<file path="src/hw/any1_pkg.sv">
// ANY1 decode definitions
`default_nettype none

package any1_pkg;

	// ============================================================
	// Widths
	// ============================================================
	localparam int insn_width = 32;
	localparam int addr_width = 32;
	localparam int word_width = 64;
	localparam int reg_width  = 6;

	typedef logic [addr_width-1:0] address_t;
	typedef logic [reg_width-1:0]  regno_t;

	// ============================================================
	// Opcode and function codes
	// ============================================================
	// The branch group sits at 0x48 to 0x4D
	typedef enum logic [7:0] {
		op_brk   = 8'h00,
		op_r1    = 8'h01,
		op_r2    = 8'h02,
		op_r3    = 8'h03,
		op_addi  = 8'h04,
		op_sys   = 8'h07,
		op_andi  = 8'h08,
		op_ori   = 8'h09,
		op_xori  = 8'h0A,
		op_mului = 8'h0E,
		op_slti  = 8'h14,
		op_sltui = 8'h15,
		op_nop   = 8'h3F,
		op_jal   = 8'h40,
		op_jalr  = 8'h41,
		op_beq   = 8'h48,
		op_bne   = 8'h49,
		op_blt   = 8'h4A,
		op_bge   = 8'h4B,
		op_bltu  = 8'h4C,
		op_bgeu  = 8'h4D,
		op_ldx   = 8'h60,
		op_stx   = 8'h70
	} opcode_t;

	// Function codes are shared by the R1, R2, R3 and SYS groups
	typedef enum logic [5:0] {
		fn_abs = 6'h01,
		fn_not = 6'h02,
		fn_add = 6'h04,
		fn_sub = 6'h05,
		fn_and = 6'h08,
		fn_or  = 6'h09,
		fn_xor = 6'h0A,
		fn_mul = 6'h0C,
		fn_div = 6'h10,
		fn_slt = 6'h14,
		fn_cmp = 6'h18,
		fn_chk = 6'h20,
		fn_pfi = 6'h30
	} func_t;

	// ============================================================
	// Instruction word views
	// ============================================================
	typedef struct packed {
		func_t   func;
		regno_t  rb;
		regno_t  ra;
		regno_t  rt;
		opcode_t opcode;
	} insn_reg_t;

	typedef struct packed {
		logic [7:0] disp;
		logic [3:0] size;
		regno_t     ra;
		regno_t     rt;
		opcode_t    opcode;
	} insn_ld_t;

	// Store data register takes the Rt slot and the displacement is split around it
	typedef struct packed {
		logic [1:0] disphi;
		logic [3:0] size;
		logic [5:0] displo;
		regno_t     ra;
		regno_t     rc;
		opcode_t    opcode;
	} insn_st_t;

	typedef union packed {
		insn_reg_t r;
		insn_ld_t  ld;
		insn_st_t  st;
	} insn_t;

	// ============================================================
	// Decode records
	// ============================================================
	typedef enum logic [3:0] {
		imm_none,
		imm_sext12,
		imm_ones12,
		imm_zext12,
		imm_jal,
		imm_jalr,
		imm_branch,
		imm_load,
		imm_store
	} imm_kind_t;

	typedef enum logic [1:0] {
		rt_none,
		rt_field,
		rt_link
	} rt_sel_t;

	typedef struct packed {
		insn_t    ir;
		address_t ip;
		address_t pip;
		logic     predict_taken;
	} fetch_t;

	typedef struct packed {
		logic      ui;
		logic      rfwr;
		logic      need_rc;
		logic      branch;
		logic      stream_inc;
		imm_kind_t imm_kind;
		rt_sel_t   rt_sel;
	} decode_ctrl_t;

	typedef struct packed {
		regno_t ra;
		regno_t rb;
		regno_t rc;
		regno_t rt;
	} regs_t;

	typedef struct packed {
		insn_t                 ir;
		address_t              ip;
		address_t              pip;
		logic                  predict_taken;
		regs_t                 regs;
		logic [word_width-1:0] imm;
		logic                  ui;
		logic                  rfwr;
		logic                  need_rc;
		logic                  branch;
		logic                  stream_inc;
	} decoded_t;

endpackage

`default_nettype wire

</file>
<file path="src/hw/any1_decode_ctrl.sv">
// ANY1 decode control
`default_nettype none

module any1_decode_ctrl (
	input  any1_pkg::insn_t      ir,
	output any1_pkg::decode_ctrl_t ctrl
);
	import any1_pkg::*;

	// Common settings for an instruction that writes the register named by Rt
	function automatic decode_ctrl_t reg_write(decode_ctrl_t c, imm_kind_t kind);
		decode_ctrl_t r;
		r          = c;
		r.ui       = 1'b0;
		r.rfwr     = 1'b1;
		r.rt_sel   = rt_field;
		r.imm_kind = kind;
		return r;
	endfunction

	// ============================================================
	// Opcode and function classification
	// ============================================================
	always_comb begin
		ctrl          = '0;
		ctrl.ui       = 1'b1;
		ctrl.imm_kind = imm_none;
		ctrl.rt_sel   = rt_none;
		case (ir.r.opcode)
			op_brk, op_nop: ctrl.ui = 1'b0;
			op_r1: begin
				case (ir.r.func)
					fn_abs, fn_not: ctrl = reg_write(ctrl, imm_none);
					default: ;
				endcase
			end
			op_r2: begin
				case (ir.r.func)
					fn_add, fn_sub, fn_and, fn_or, fn_xor,
					fn_mul, fn_div, fn_slt, fn_cmp: ctrl = reg_write(ctrl, imm_none);
					default: ;
				endcase
			end
			op_r3: begin
				// CHK reads a third operand and writes nothing back
				if (ir.r.func == fn_chk) begin
					ctrl.ui      = 1'b0;
					ctrl.need_rc = 1'b1;
				end
			end
			op_sys: begin
				if (ir.r.func == fn_pfi)
					ctrl.ui = 1'b0;
			end
			op_addi, op_slti: ctrl = reg_write(ctrl, imm_sext12);
			op_andi: ctrl = reg_write(ctrl, imm_ones12);
			op_ori, op_xori, op_mului, op_sltui: ctrl = reg_write(ctrl, imm_zext12);
			op_jal: begin
				ctrl            = reg_write(ctrl, imm_jal);
				ctrl.rt_sel     = rt_link;
				ctrl.stream_inc = 1'b1;
			end
			op_jalr: begin
				ctrl        = reg_write(ctrl, imm_jalr);
				ctrl.rt_sel = rt_link;
			end
			op_beq, op_bne, op_blt, op_bge, op_bltu, op_bgeu: begin
				ctrl.ui       = 1'b0;
				ctrl.branch   = 1'b1;
				ctrl.imm_kind = imm_branch;
			end
			op_ldx: ctrl = reg_write(ctrl, imm_load);
			op_stx: begin
				// The store data register rides in the Rt slot
				ctrl.ui       = 1'b0;
				ctrl.need_rc  = 1'b1;
				ctrl.imm_kind = imm_store;
			end
			default: ;
		endcase
	end

	// ============================================================
	// Consistency of the control record
	// ============================================================
	always_comb begin
		assert (!(ctrl.ui && (ctrl.rfwr || ctrl.need_rc || ctrl.branch)))
			else $error("unimplemented instruction carries an action flag");
		assert (!(ctrl.branch && ctrl.rfwr))
			else $error("branch requests a register write");
	end

endmodule

`default_nettype wire

</file>
<file path="src/hw/any1_decode_reg.sv">
// ANY1 decode output register
`default_nettype none

module any1_decode_reg (
	input  logic                            clk,
	input  logic                            rst_n,
	input  logic                            in_valid,
	input  any1_pkg::fetch_t                fetch,
	input  any1_pkg::decode_ctrl_t          ctrl,
	input  logic [any1_pkg::word_width-1:0] imm,
	input  any1_pkg::regs_t                 regs,
	output logic                            out_valid,
	output any1_pkg::decoded_t              dec
);
	import any1_pkg::*;

	decoded_t dec_next;

	// ============================================================
	// Record assembly
	// ============================================================
	always_comb begin
		dec_next.ir            = fetch.ir;
		dec_next.ip            = fetch.ip;
		dec_next.pip           = fetch.pip;
		dec_next.predict_taken = fetch.predict_taken;
		dec_next.regs          = regs;
		dec_next.imm           = imm;
		dec_next.ui            = ctrl.ui;
		dec_next.rfwr          = ctrl.rfwr;
		dec_next.need_rc       = ctrl.need_rc;
		dec_next.branch        = ctrl.branch;
		dec_next.stream_inc    = ctrl.stream_inc;
	end

	// The record holds until the next accepted strobe
	always_ff @(posedge clk) begin
		if (!rst_n) begin
			out_valid <= 1'b0;
			dec       <= '0;
		end else begin
			out_valid <= in_valid;
			if (in_valid)
				dec <= dec_next;
		end
	end

	// Each output pulse is owed to the strobe in the cycle before it
	a_valid_follows: assert property (@(posedge clk) disable iff (!rst_n)
		out_valid |-> $past(in_valid))
		else $error("out_valid without a strobe in the previous cycle");

endmodule

`default_nettype wire

</file>
<file path="src/hw/any1_decode_stage.sv">
// ANY1 decode stage
`default_nettype none

module any1_decode_stage (
	input  logic               clk,
	input  logic               rst_n,
	input  logic               in_valid,
	input  any1_pkg::fetch_t   fetch,
	output logic               out_valid,
	output any1_pkg::decoded_t dec
);
	import any1_pkg::*;

	decode_ctrl_t          ctrl;
	regs_t                 regs;
	logic [word_width-1:0] imm;

	any1_decode_ctrl u_ctrl (
		.ir   (fetch.ir),
		.ctrl (ctrl)
	);

	any1_imm_gen u_imm (
		.ir       (fetch.ir),
		.imm_kind (ctrl.imm_kind),
		.imm      (imm)
	);

	any1_reg_select u_regs (
		.ir      (fetch.ir),
		.rt_sel  (ctrl.rt_sel),
		.need_rc (ctrl.need_rc),
		.regs    (regs)
	);

	// Single pipeline register between fetch and the issue side
	any1_decode_reg u_reg (
		.clk       (clk),
		.rst_n     (rst_n),
		.in_valid  (in_valid),
		.fetch     (fetch),
		.ctrl      (ctrl),
		.imm       (imm),
		.regs      (regs),
		.out_valid (out_valid),
		.dec       (dec)
	);

endmodule

`default_nettype wire

</file>
<file path="src/hw/any1_imm_gen.sv">
// ANY1 immediate generator
`default_nettype none

module any1_imm_gen (
	input  any1_pkg::insn_t                   ir,
	input  any1_pkg::imm_kind_t               imm_kind,
	output logic [any1_pkg::word_width-1:0] imm
);
	import any1_pkg::*;

	logic [insn_width-1:0] w;
	logic [11:0]           imm12;
	logic [word_width-1:0] sext12;
	logic [word_width-1:0] ones12;
	logic [word_width-1:0] zext12;
	logic [word_width-1:0] jal_imm;
	logic [word_width-1:0] jalr_imm;
	logic [word_width-1:0] br_imm;
	logic [word_width-1:0] ld_imm;
	logic [word_width-1:0] st_imm;

	assign w     = ir;
	assign imm12 = w[31:20];

	// ============================================================
	// Candidate formats
	// ============================================================
	assign sext12 = {{52{imm12[11]}}, imm12};
	assign ones12 = {{52{1'b1}}, imm12};
	assign zext12 = {52'd0, imm12};

	// Jump targets are word aligned, so the low two bits are implied
	assign jal_imm  = {{40{w[31]}}, w[31:10], 2'b00};
	assign jalr_imm = {{50{imm12[11]}}, imm12, 2'b00};

	// Branch displacement is split by the Rt slot, which holds the low half
	assign br_imm = {{50{ir.r.func[5]}}, ir.r.func, ir.r.rt, 2'b00};

	assign ld_imm = {{56{ir.ld.disp[7]}}, ir.ld.disp};
	assign st_imm = {{56{ir.st.disphi[1]}}, ir.st.disphi, ir.st.displo};

	// ============================================================
	// Format select
	// ============================================================
	always_comb begin
		case (imm_kind)
			imm_sext12: imm = sext12;
			imm_ones12: imm = ones12;
			imm_zext12: imm = zext12;
			imm_jal:    imm = jal_imm;
			imm_jalr:   imm = jalr_imm;
			imm_branch: imm = br_imm;
			imm_load:   imm = ld_imm;
			imm_store:  imm = st_imm;
			default:    imm = '0;
		endcase
	end

endmodule

`default_nettype wire

</file>
<file path="src/hw/any1_reg_select.sv">
// ANY1 register number select
`default_nettype none

module any1_reg_select (
	input  any1_pkg::insn_t   ir,
	input  any1_pkg::rt_sel_t rt_sel,
	input  logic              need_rc,
	output any1_pkg::regs_t   regs
);
	import any1_pkg::*;

	regno_t link_rt;

	// Link registers are limited to the first four
	assign link_rt = {{(reg_width-2){1'b0}}, ir.r.rt[1:0]};

	// Source operands are always read from the register form
	assign regs.ra = ir.r.ra;
	assign regs.rb = ir.r.rb;

	// Third source shares the Rt slot, which the store view names Rc
	assign regs.rc = need_rc ? ir.st.rc : '0;

	always_comb begin
		case (rt_sel)
			rt_field: regs.rt = ir.r.rt;
			rt_link:  regs.rt = link_rt;
			default:  regs.rt = '0;
		endcase
	end

endmodule

`default_nettype wire

</file>
<file path="config.mk">
export PLATFORM = sky130hd
export DESIGN_NAME = any1_decode_stage
export DESIGN_NICKNAME = d
export VERILOG_FILES = /design/src/hw/any1_pkg.sv /design/src/hw/any1_decode_ctrl.sv /design/src/hw/any1_decode_reg.sv /design/src/hw/any1_decode_stage.sv /design/src/hw/any1_imm_gen.sv /design/src/hw/any1_reg_select.sv
export SDC_FILE = /design/constraint.sdc
export NUM_CORES = 1
export LEC_CHECK = 0
export BUFFER_PORTS_ARGS = -buffer_cell sky130_fd_sc_hd__buf_2
export CELL_PAD_IN_SITES_DETAIL_PLACEMENT = 1
export CELL_PAD_IN_SITES_GLOBAL_PLACEMENT = 1
export CORE_AREA = 2 2 164 166
export CTS_CLUSTER_SIZE = 16
export DETAILED_ROUTE_END_ITERATION = 10
export DIE_AREA = 0 0 166 168
export GPL_TIMING_DRIVEN = 0
export PLACE_DENSITY = 0.63
export SLEW_MARGIN = 30
export SYNTH_ARGS = -nofsm -noshare
export SYNTH_HDL_FRONTEND = slang
export SYNTH_SLANG_ARGS = --single-unit
</file>
<file path="constraint.sdc">
create_clock -name clk -period 2.2 [get_ports clk]
set_input_delay 0 -clock clk [delete_from_list [all_inputs] [get_ports clk]]
set_output_delay 0 -clock clk [all_outputs]
set_load 0.1 [all_outputs]
</file>
==> summary.txt, run 1 <==
Critical path
  – CP required: 2.52 ns
  – Worst r2r path cells: 4
  – Max stage delay cell, worst path: or4b_1
  – R2R Setup Slk: 1.12 ns
  – Reg2reg end: u_reg.dec[11]
  – Startpoint Class: input pin
  – CP Class: input pin to flip-flop
  – Bufs and invs on worst path: 2
  – Cell chain of the critical path: buf_2 -> or4b_1 -> buf_2 -> or4_1 -> ha_1 -> o21bai_1 -> o22ai_1 -> and2_1
  – Critical Path End Type: flip-flop
  – Crit-path most repeated cell: buf_2
  – Max incr delay on CP: 0.52 ns
  – Worst EP arrival: 2.20 ns
  – Top delay family on crit path: simple AND/OR/NAND/NOR gates
  – Worst Path Max Fanout: 9
  – Worst r2r src: u_reg.dec[11]

Place
  – Post-Place Cells: 1,288
  – IO buf count: 283
  – Final Wtd Congestion: 0.746
  – Placed cell area: 0.00828 mm²
  – DP HPWL: 17,400 µm

Die
  – # IOs: 291
  – Core Rows: 60
  – Height of the die: 168 µm
  – Initial Utilization: 24.4%
  – Die area: 0.0279 mm²
  – Die width: 166 µm
  – Core box area: 0.0264 mm²

Timing
  – RSZ-0062 raised after global routing: no
  – Rel. slew slack: 46.1%
  – Final slew viol count: 0
  – Actual slew at the worst max-slew pin: 0.797 ns
  – Final hold vios: 0
  – Setup Skew: 0 ns
  – Final worst-path cycle share: 85.8%
  – Max Fclk: 0.530 GHz
  – Final hold slack: 0.0173 ns
  – Fin crit period: 1.89 ns
  – Final setup violation count: 0

Drt
  – Routed WL: 24,000 µm
  – Final ANT Viol Nets: 0
  – Via/cell ratio: 4.40
  – Drt drc: 0
  – Wire per inst: 17.0 µm
  – Total number of vias: 6,202
  – Detailed router's first-iteration violation count: 184
  – DR pass1 iterations: 4

Final layout
  – Layout area overhead: 51.4%
  – Nets: 1,156
  – Share of cells above drive strength 1: 37.2%
  – Commonest non-fill, non-tap cell in the layout: buf_2
  – Layout Cells excl Fill: 1,408
  – Seq. cell area: 0.00278 mm²
  – Fill count: 3,094
  – Most frequent cells in the layout: buf_2 (293), dfxtp_1 (138), mux2i_1 (104)
  – Core Util, Final: 37.0%
  – Diode count: 0
  – Area of the multi-input gates: 0.00301 mm²
  – Post-route cell area: 0.00975 mm²

Clocking
  – Clock transition at the registers of the reported paths: 0.07 ns
  – Root Buffer: clkbuf_16
  – CTS tree: built
  – CTS H-tree depth: 4
  – TritonCTS Sinks: 139
  – Clock Path Buffers: 2
  – Worst skew pair latency: 0.42 ns
  – Setup bufs post-CTS: 0
  – Total CTS buffers: 17

Power and ir drop
  – Sequential power share: 36.7%
  – Total power: 0.00732 W
  – Pint: 0.00463 W
  – VDD IR max: 0.497 mV
  – P_sw: 0.00269 W
  – Sw Share: 36.7%
  – Clock share of power: 39.4%
  – P_leak: 4.72 nW
  – Power density cells: 751 mW/mm²
  – Combinational power share: 23.9%

Logic synthesis
  – Synth unique cells: 52
  – Ys async rst share: 0%
  – Largest area contributor in the netlist: dfxtp_1
  – Syn_nets: 766
  – Mapped Area: 0.00644 mm²
  – Post-synthesis sequential area ratio: 43.2%
  – Yosys reg bits: 139
  – Synth area leaders: dfxtp_1 (43%), mux2i_1 (16%), nor2b_1 (9.9%)
  – Synth warn: 0
  – Synth Flop Type: dfxtp_1
  – Mean post-synth cell area: 9.70 µm²
  – Post-synth top area share: 43.2%
  – Post-synth EDFFs: 0
  – Gate Count Post-Synth: 664

Status
  – Status: finished clean

Min path
  – Hold WC Path Type: input pin to flip-flop
  – Hold-critical path depth: 3
  – Hold Crit Endpoint: u_reg.dec[24]
  – Hold path start: fetch[92]

Global route
  – Initial antenna violation count: 0
  – Vias in the first global route: 6,492
  – Largest net degree at the start of global routing: 43
  – First-pass GRT wire length: 37,000 µm
  – Total global-route track usage: 17.0%
  – Global route overflow: 0

Run
  – Max cap viols: 0
-- tightest hold or removal path, delay by kind of cell --
kind            cells  cell delay (ns)
compound gates      2             0.21
buf+inv             1             0.18
-- cell usage after synthesis (2+ instances only) --
library cell / number
dfxtp_1: 139
mux2i_1: 104
nor2b_1: 102
buf_4: 53
nand2_1: 38
a21oi_1: 32
clkbuf_1: 21
nand2b_1: 16
o21ai_1: 14
a21boi_0: 12
buf_1: 11
nand3_1: 11
buf_2: 10
a221oi_1: 8
o21ai_0: 7
a22oi_1: 6
nor2_1: 6
nor3_1: 6
buf_6: 5
inv_1: 5
and2_1: 4
and3_1: 4
o221ai_1: 4
a31oi_1: 3
nor4_4: 3
o22ai_1: 3
or3_1: 3
xnor2_1: 3
a211oi_1: 2
ha_1: 2
nand4_1: 2
nor4b_1: 2
o21bai_1: 2
or4_4: 2
or4b_1: 2
-- cell families after synthesis --
kind of cell | synth area share [%]
adder cells (fa/ha/maj) | 0.389
AND/OR/NAND/NOR | 19.3
XOR/XNOR | 0.408
buffers and inverters | 9.99
flip-flops | 43.2
AO/OA/AOI/OAI | 10.6
multiplexers | 16.2
-- how the worst max path moves through the flow --
stage,from,end,cells past startpoint,slack (ns)
6_report,fetch[69],u_reg.dec[70],8,0.31
2_1_floorplan,u_reg.dec[67],dec[29],1,0.13
3_5_place_dp,fetch[95],u_reg.dec[70],12,-0.16
5_1_grt,fetch[69],u_reg.dec[70],9,0.04
3_3_place_gp,fetch[69],u_reg.dec[70],9,-0.16
4_1_cts,fetch[95],u_reg.dec[70],12,0.29
-- final cells by class --
cell class / instances / area share, %
Sequential cell: 139 / 28.6
Tap cell: 341 / 4.38
Timing Repair Buffer: 371 / 23.6
Multi-Input combinational cell: 420 / 30.9
Clock inverter: 14 / 1.46
Inverter: 5 / 0.193
Buffer: 100 / 6.41
Clock buffer: 18 / 4.51
-- timing repair --
item / CTS / global route
hold endpoints to repair: 112 / 0
hold buffers: 88 / 0
gates resized for setup: 0 / 0
-- metrics by stage --
step,TNS [ns],worst slack [ns]
after floorplan,0,0.126
after CTS,0,0.287
after global routing,0,0.0373
after global placement,-0.321,-0.163
final,0,0.312
after detailed placement,-0.320,-0.162
-- power groups by stage --
stage	clock [W]	combinational (W)	sequential, W
floorplan	0	0.000474	0.00352
global placement	0	0.00162	0.00274
detailed placement	0	0.00163	0.00274
CTS	0.00297	0.00176	0.00269
global route	0.00309	0.00183	0.00270
finish	0.00288	0.00175	0.00269
-- metal layers --
layer  track usage [%]  vias up  wire (µm)
met5                 0        -          0
met4              5.10        0        420
met3              4.87       23       1760
met2              30.0      233      11600
met1              20.0     2938      10200
li1                  -     3008          -
-- sequential cells by signal, indices dropped and copies added, names as in the netlist --
signal	flops
u_reg.out_valid	1
u_reg.dec	138
No activity file was read; power rests on OpenSTA's default activity.
==> inputs of run 2 (changes only) <==
- PLACE_DENSITY: 0.63 -> not set
- PLACE_DENSITY_LB_ADDON: not set -> 0.25
==> run 2 against run 1 <==
Net effect: hold slack worse by 0.00061 ns; die area stayed put; total power is 5.7% higher; register-to-register slack better by 0.02 ns; first-iteration DRC count is 1.1% higher; sequential cell count stayed put; sequential share of layout area is 0.23 points lower; core utilization is 0.29 points higher; clock skew stayed put; critical endpoint unchanged; worst setup slack worse by 0.026 ns; wire length is 0.90% lower.
==> summary.txt, run 2 (synthesis results as in run 1) <==
Status
  – Status: finished clean

Place
  – Final Wtd Congestion: 0.759 (+1.6%)
  – IO buf count: 283 (unchanged)
  – Placed cell area: 0.00828 mm² (unchanged)
  – DP HPWL: 16,900 µm (-2.9%)
  – DP Worst Slack: -0.236 ns (-0.0742 ns)

Clocking
  – CTS H-tree depth: 4 (unchanged)
  – TritonCTS Sinks: 139 (unchanged)
  – Clock transition at the registers of the reported paths: 0.06 ns (about the same)
  – Post-CTS sizing: 0 (unchanged)
  – Setup bufs post-CTS: 0 (unchanged)
  – Clock Path Buffers: 2 (unchanged)
  – Worst skew pair latency: 0.41 ns (about the same)
  – CTS tree: built
  – Total CTS buffers: 17 (unchanged)
  – Root Buffer: clkbuf_16
  – Hold_buf cts: 88 (unchanged)

Min path
  – Hold WC Path Type: input pin to flip-flop
  – Hold Crit Endpoint: u_reg.dec[23]
  – Hold path start: fetch[91]
  – Hold-critical path depth: 3 (unchanged)

Critical path
  – CP required: 2.51 ns (about the same)
  – Worst EP arrival: 2.22 ns (+0.02 ns)
  – Startpoint Class: input pin
  – CP Class: input pin to flip-flop
  – Reg2reg end: u_reg.dec[11]
  – Worst r2r src: u_reg.dec[11]
  – R2R Setup Slk: 1.14 ns (+0.02 ns)
  – Worst r2r path cells: 4 (unchanged)
  – Critical Path End Type: flip-flop
  – Worst Path Max Fanout: 9 (unchanged)

Die
  – Height of the die: 168 µm (unchanged)
  – Core box area: 0.0264 mm² (unchanged)
  – Initial Utilization: 24.4% (unchanged)
  – # IOs: 291 (unchanged)
  – Core Rows: 60 (unchanged)
  – Die width: 166 µm (unchanged)
  – Die area: 0.0279 mm² (unchanged)

Final layout
  – Commonest non-fill, non-tap cell in the layout: buf_2
  – Core Util, Final: 37.3% (+0.29 points)
  – Seq. cell area: 0.00278 mm² (unchanged)
  – Layout area overhead: 52.6%
  – Top reg by flops: u_reg.dec
  – Fill count: 3,105 (+0.36%)
  – Area of the multi-input gates: 0.00301 mm² (unchanged)
  – Post-route cell area: 0.00982 mm² (+0.80%)
  – Biggest regs: u_reg.dec: 138 flops, u_reg.out_valid: 1 flops
  – Diode count: 0 (unchanged)
  – Share of cells above drive strength 1: 37.1% (-0.059 points)
  – Most frequent cells in the layout: buf_2 (293), dfxtp_1 (138), mux2i_1 (104)
  – Max reg flops: 138 (unchanged)
  – Nets: 1,156 (unchanged)

Run
  – Max cap viols: 0 (unchanged)

Timing
  – Final setup TNS: 0 ns (unchanged)
  – Setup WS post-layout: 0.287 ns (-0.0255 ns)
  – Fin crit period: 1.91 ns (+0.0255 ns)
  – Setup Skew: 0 ns (unchanged)
  – Rel. slew slack: 44.7% (-1.4 points)
  – Actual slew at the worst max-slew pin: 0.830 ns (+0.0321 ns)
  – Max Fclk: 0.523 GHz (-1.3%)
  – RSZ-0062 raised after global routing: no
  – Final slew viol count: 0 (unchanged)
  – Final hold vios: 0 (unchanged)
  – Final setup violation count: 0 (unchanged)
  – Final worst-path cycle share: 87.0% (+1.2 points)

Drt
  – Via/cell ratio: 4.36 (-0.95%)
  – Detailed router's first-iteration violation count: 186 (+1.1%)
  – Final ANT Viol Nets: 0 (unchanged)
  – DR pass1 iterations: 4 (unchanged)
  – Total number of vias: 6,139 (-1.0%)
  – Routed WL: 23,800 µm (-0.90%)
  – Wire per inst: 16.9 µm (-0.83%)
  – Drt drc: 0 (unchanged)

Global route
  – Total global-route track usage: 16.9% (-0.12 points)
  – Largest net degree at the start of global routing: 43 (unchanged)
  – Vias in the first global route: 6,532 (+0.62%)
  – Initial antenna violation count: 1 (+1)
  – First-pass GRT wire length: 37,200 µm (+0.41%)
  – Global route overflow: 0 (unchanged)

Power and ir drop
  – VDD IR max: 0.340 mV (-32%)
  – P_leak: 4.75 nW (+0.70%)
  – Power density cells: 787 mW/mm² (+4.9%)
==> run 2: worst max-delay path by stage <==
stage                   from             to
2_1_floorplan  u_reg.dec[67]        dec[29]
3_3_place_gp       fetch[95]  u_reg.dec[70]
3_5_place_dp       fetch[95]  u_reg.dec[70]
4_1_cts            fetch[95]  u_reg.dec[70]
5_1_grt            fetch[69]  u_reg.dec[70]
6_report           fetch[69]  u_reg.dec[70]
==> run 2: final cells by class <==
cell class	count	share of cell area, %
Sequential cell	139	28.3
Inverter	5	0.191
Timing Repair Buffer	371	23.4
Multi-Input combinational cell	420	30.7
Buffer	100	6.36
Tap cell	341	4.34
Clock inverter	14	2.38
Clock buffer	17	4.33
==> run 2: layer usage <==
metal / track usage [%] / part of all wire, %
met1: 21.0 / 44
met5: 0 / 0.055
met2: 28.9 / 48
met3: 5.27 / 7.8
met4: 3.33 / 0.61
==> run 2: worst max-delay path, stage by stage <==
cell	delay (ns)
buf_2	0.14
or4b_1	0.52
buf_2	0.22
or4_1	0.51
ha_1	0.31
o21bai_1	0.25
o22ai_1	0.10
and2_1	0.16
==> run 2: power breakdown <==
part           leakage [nW]  switching (W)  internal, W
Combinational          3.29        0.00129     0.000453
Clock                 0.323        0.00126      0.00205
Sequential             1.14      0.0000612      0.00263
==> run 2: through the flow <==
| stage | std cells | total power (W) | hold slack, ns |
|---|---|---|---|
| after floorplan | 664 | 0.00400 | 0.140 |
| after global placement | 1288 | 0.00436 | 0.254 |
| after detailed placement | 1288 | 0.00437 | 0.267 |
| after CTS | 1407 | 0.00783 | 0.00267 |
| after global routing | 1407 | 0.00802 | 0.0305 |
| final | 1407 | 0.00773 | 0.0167 |
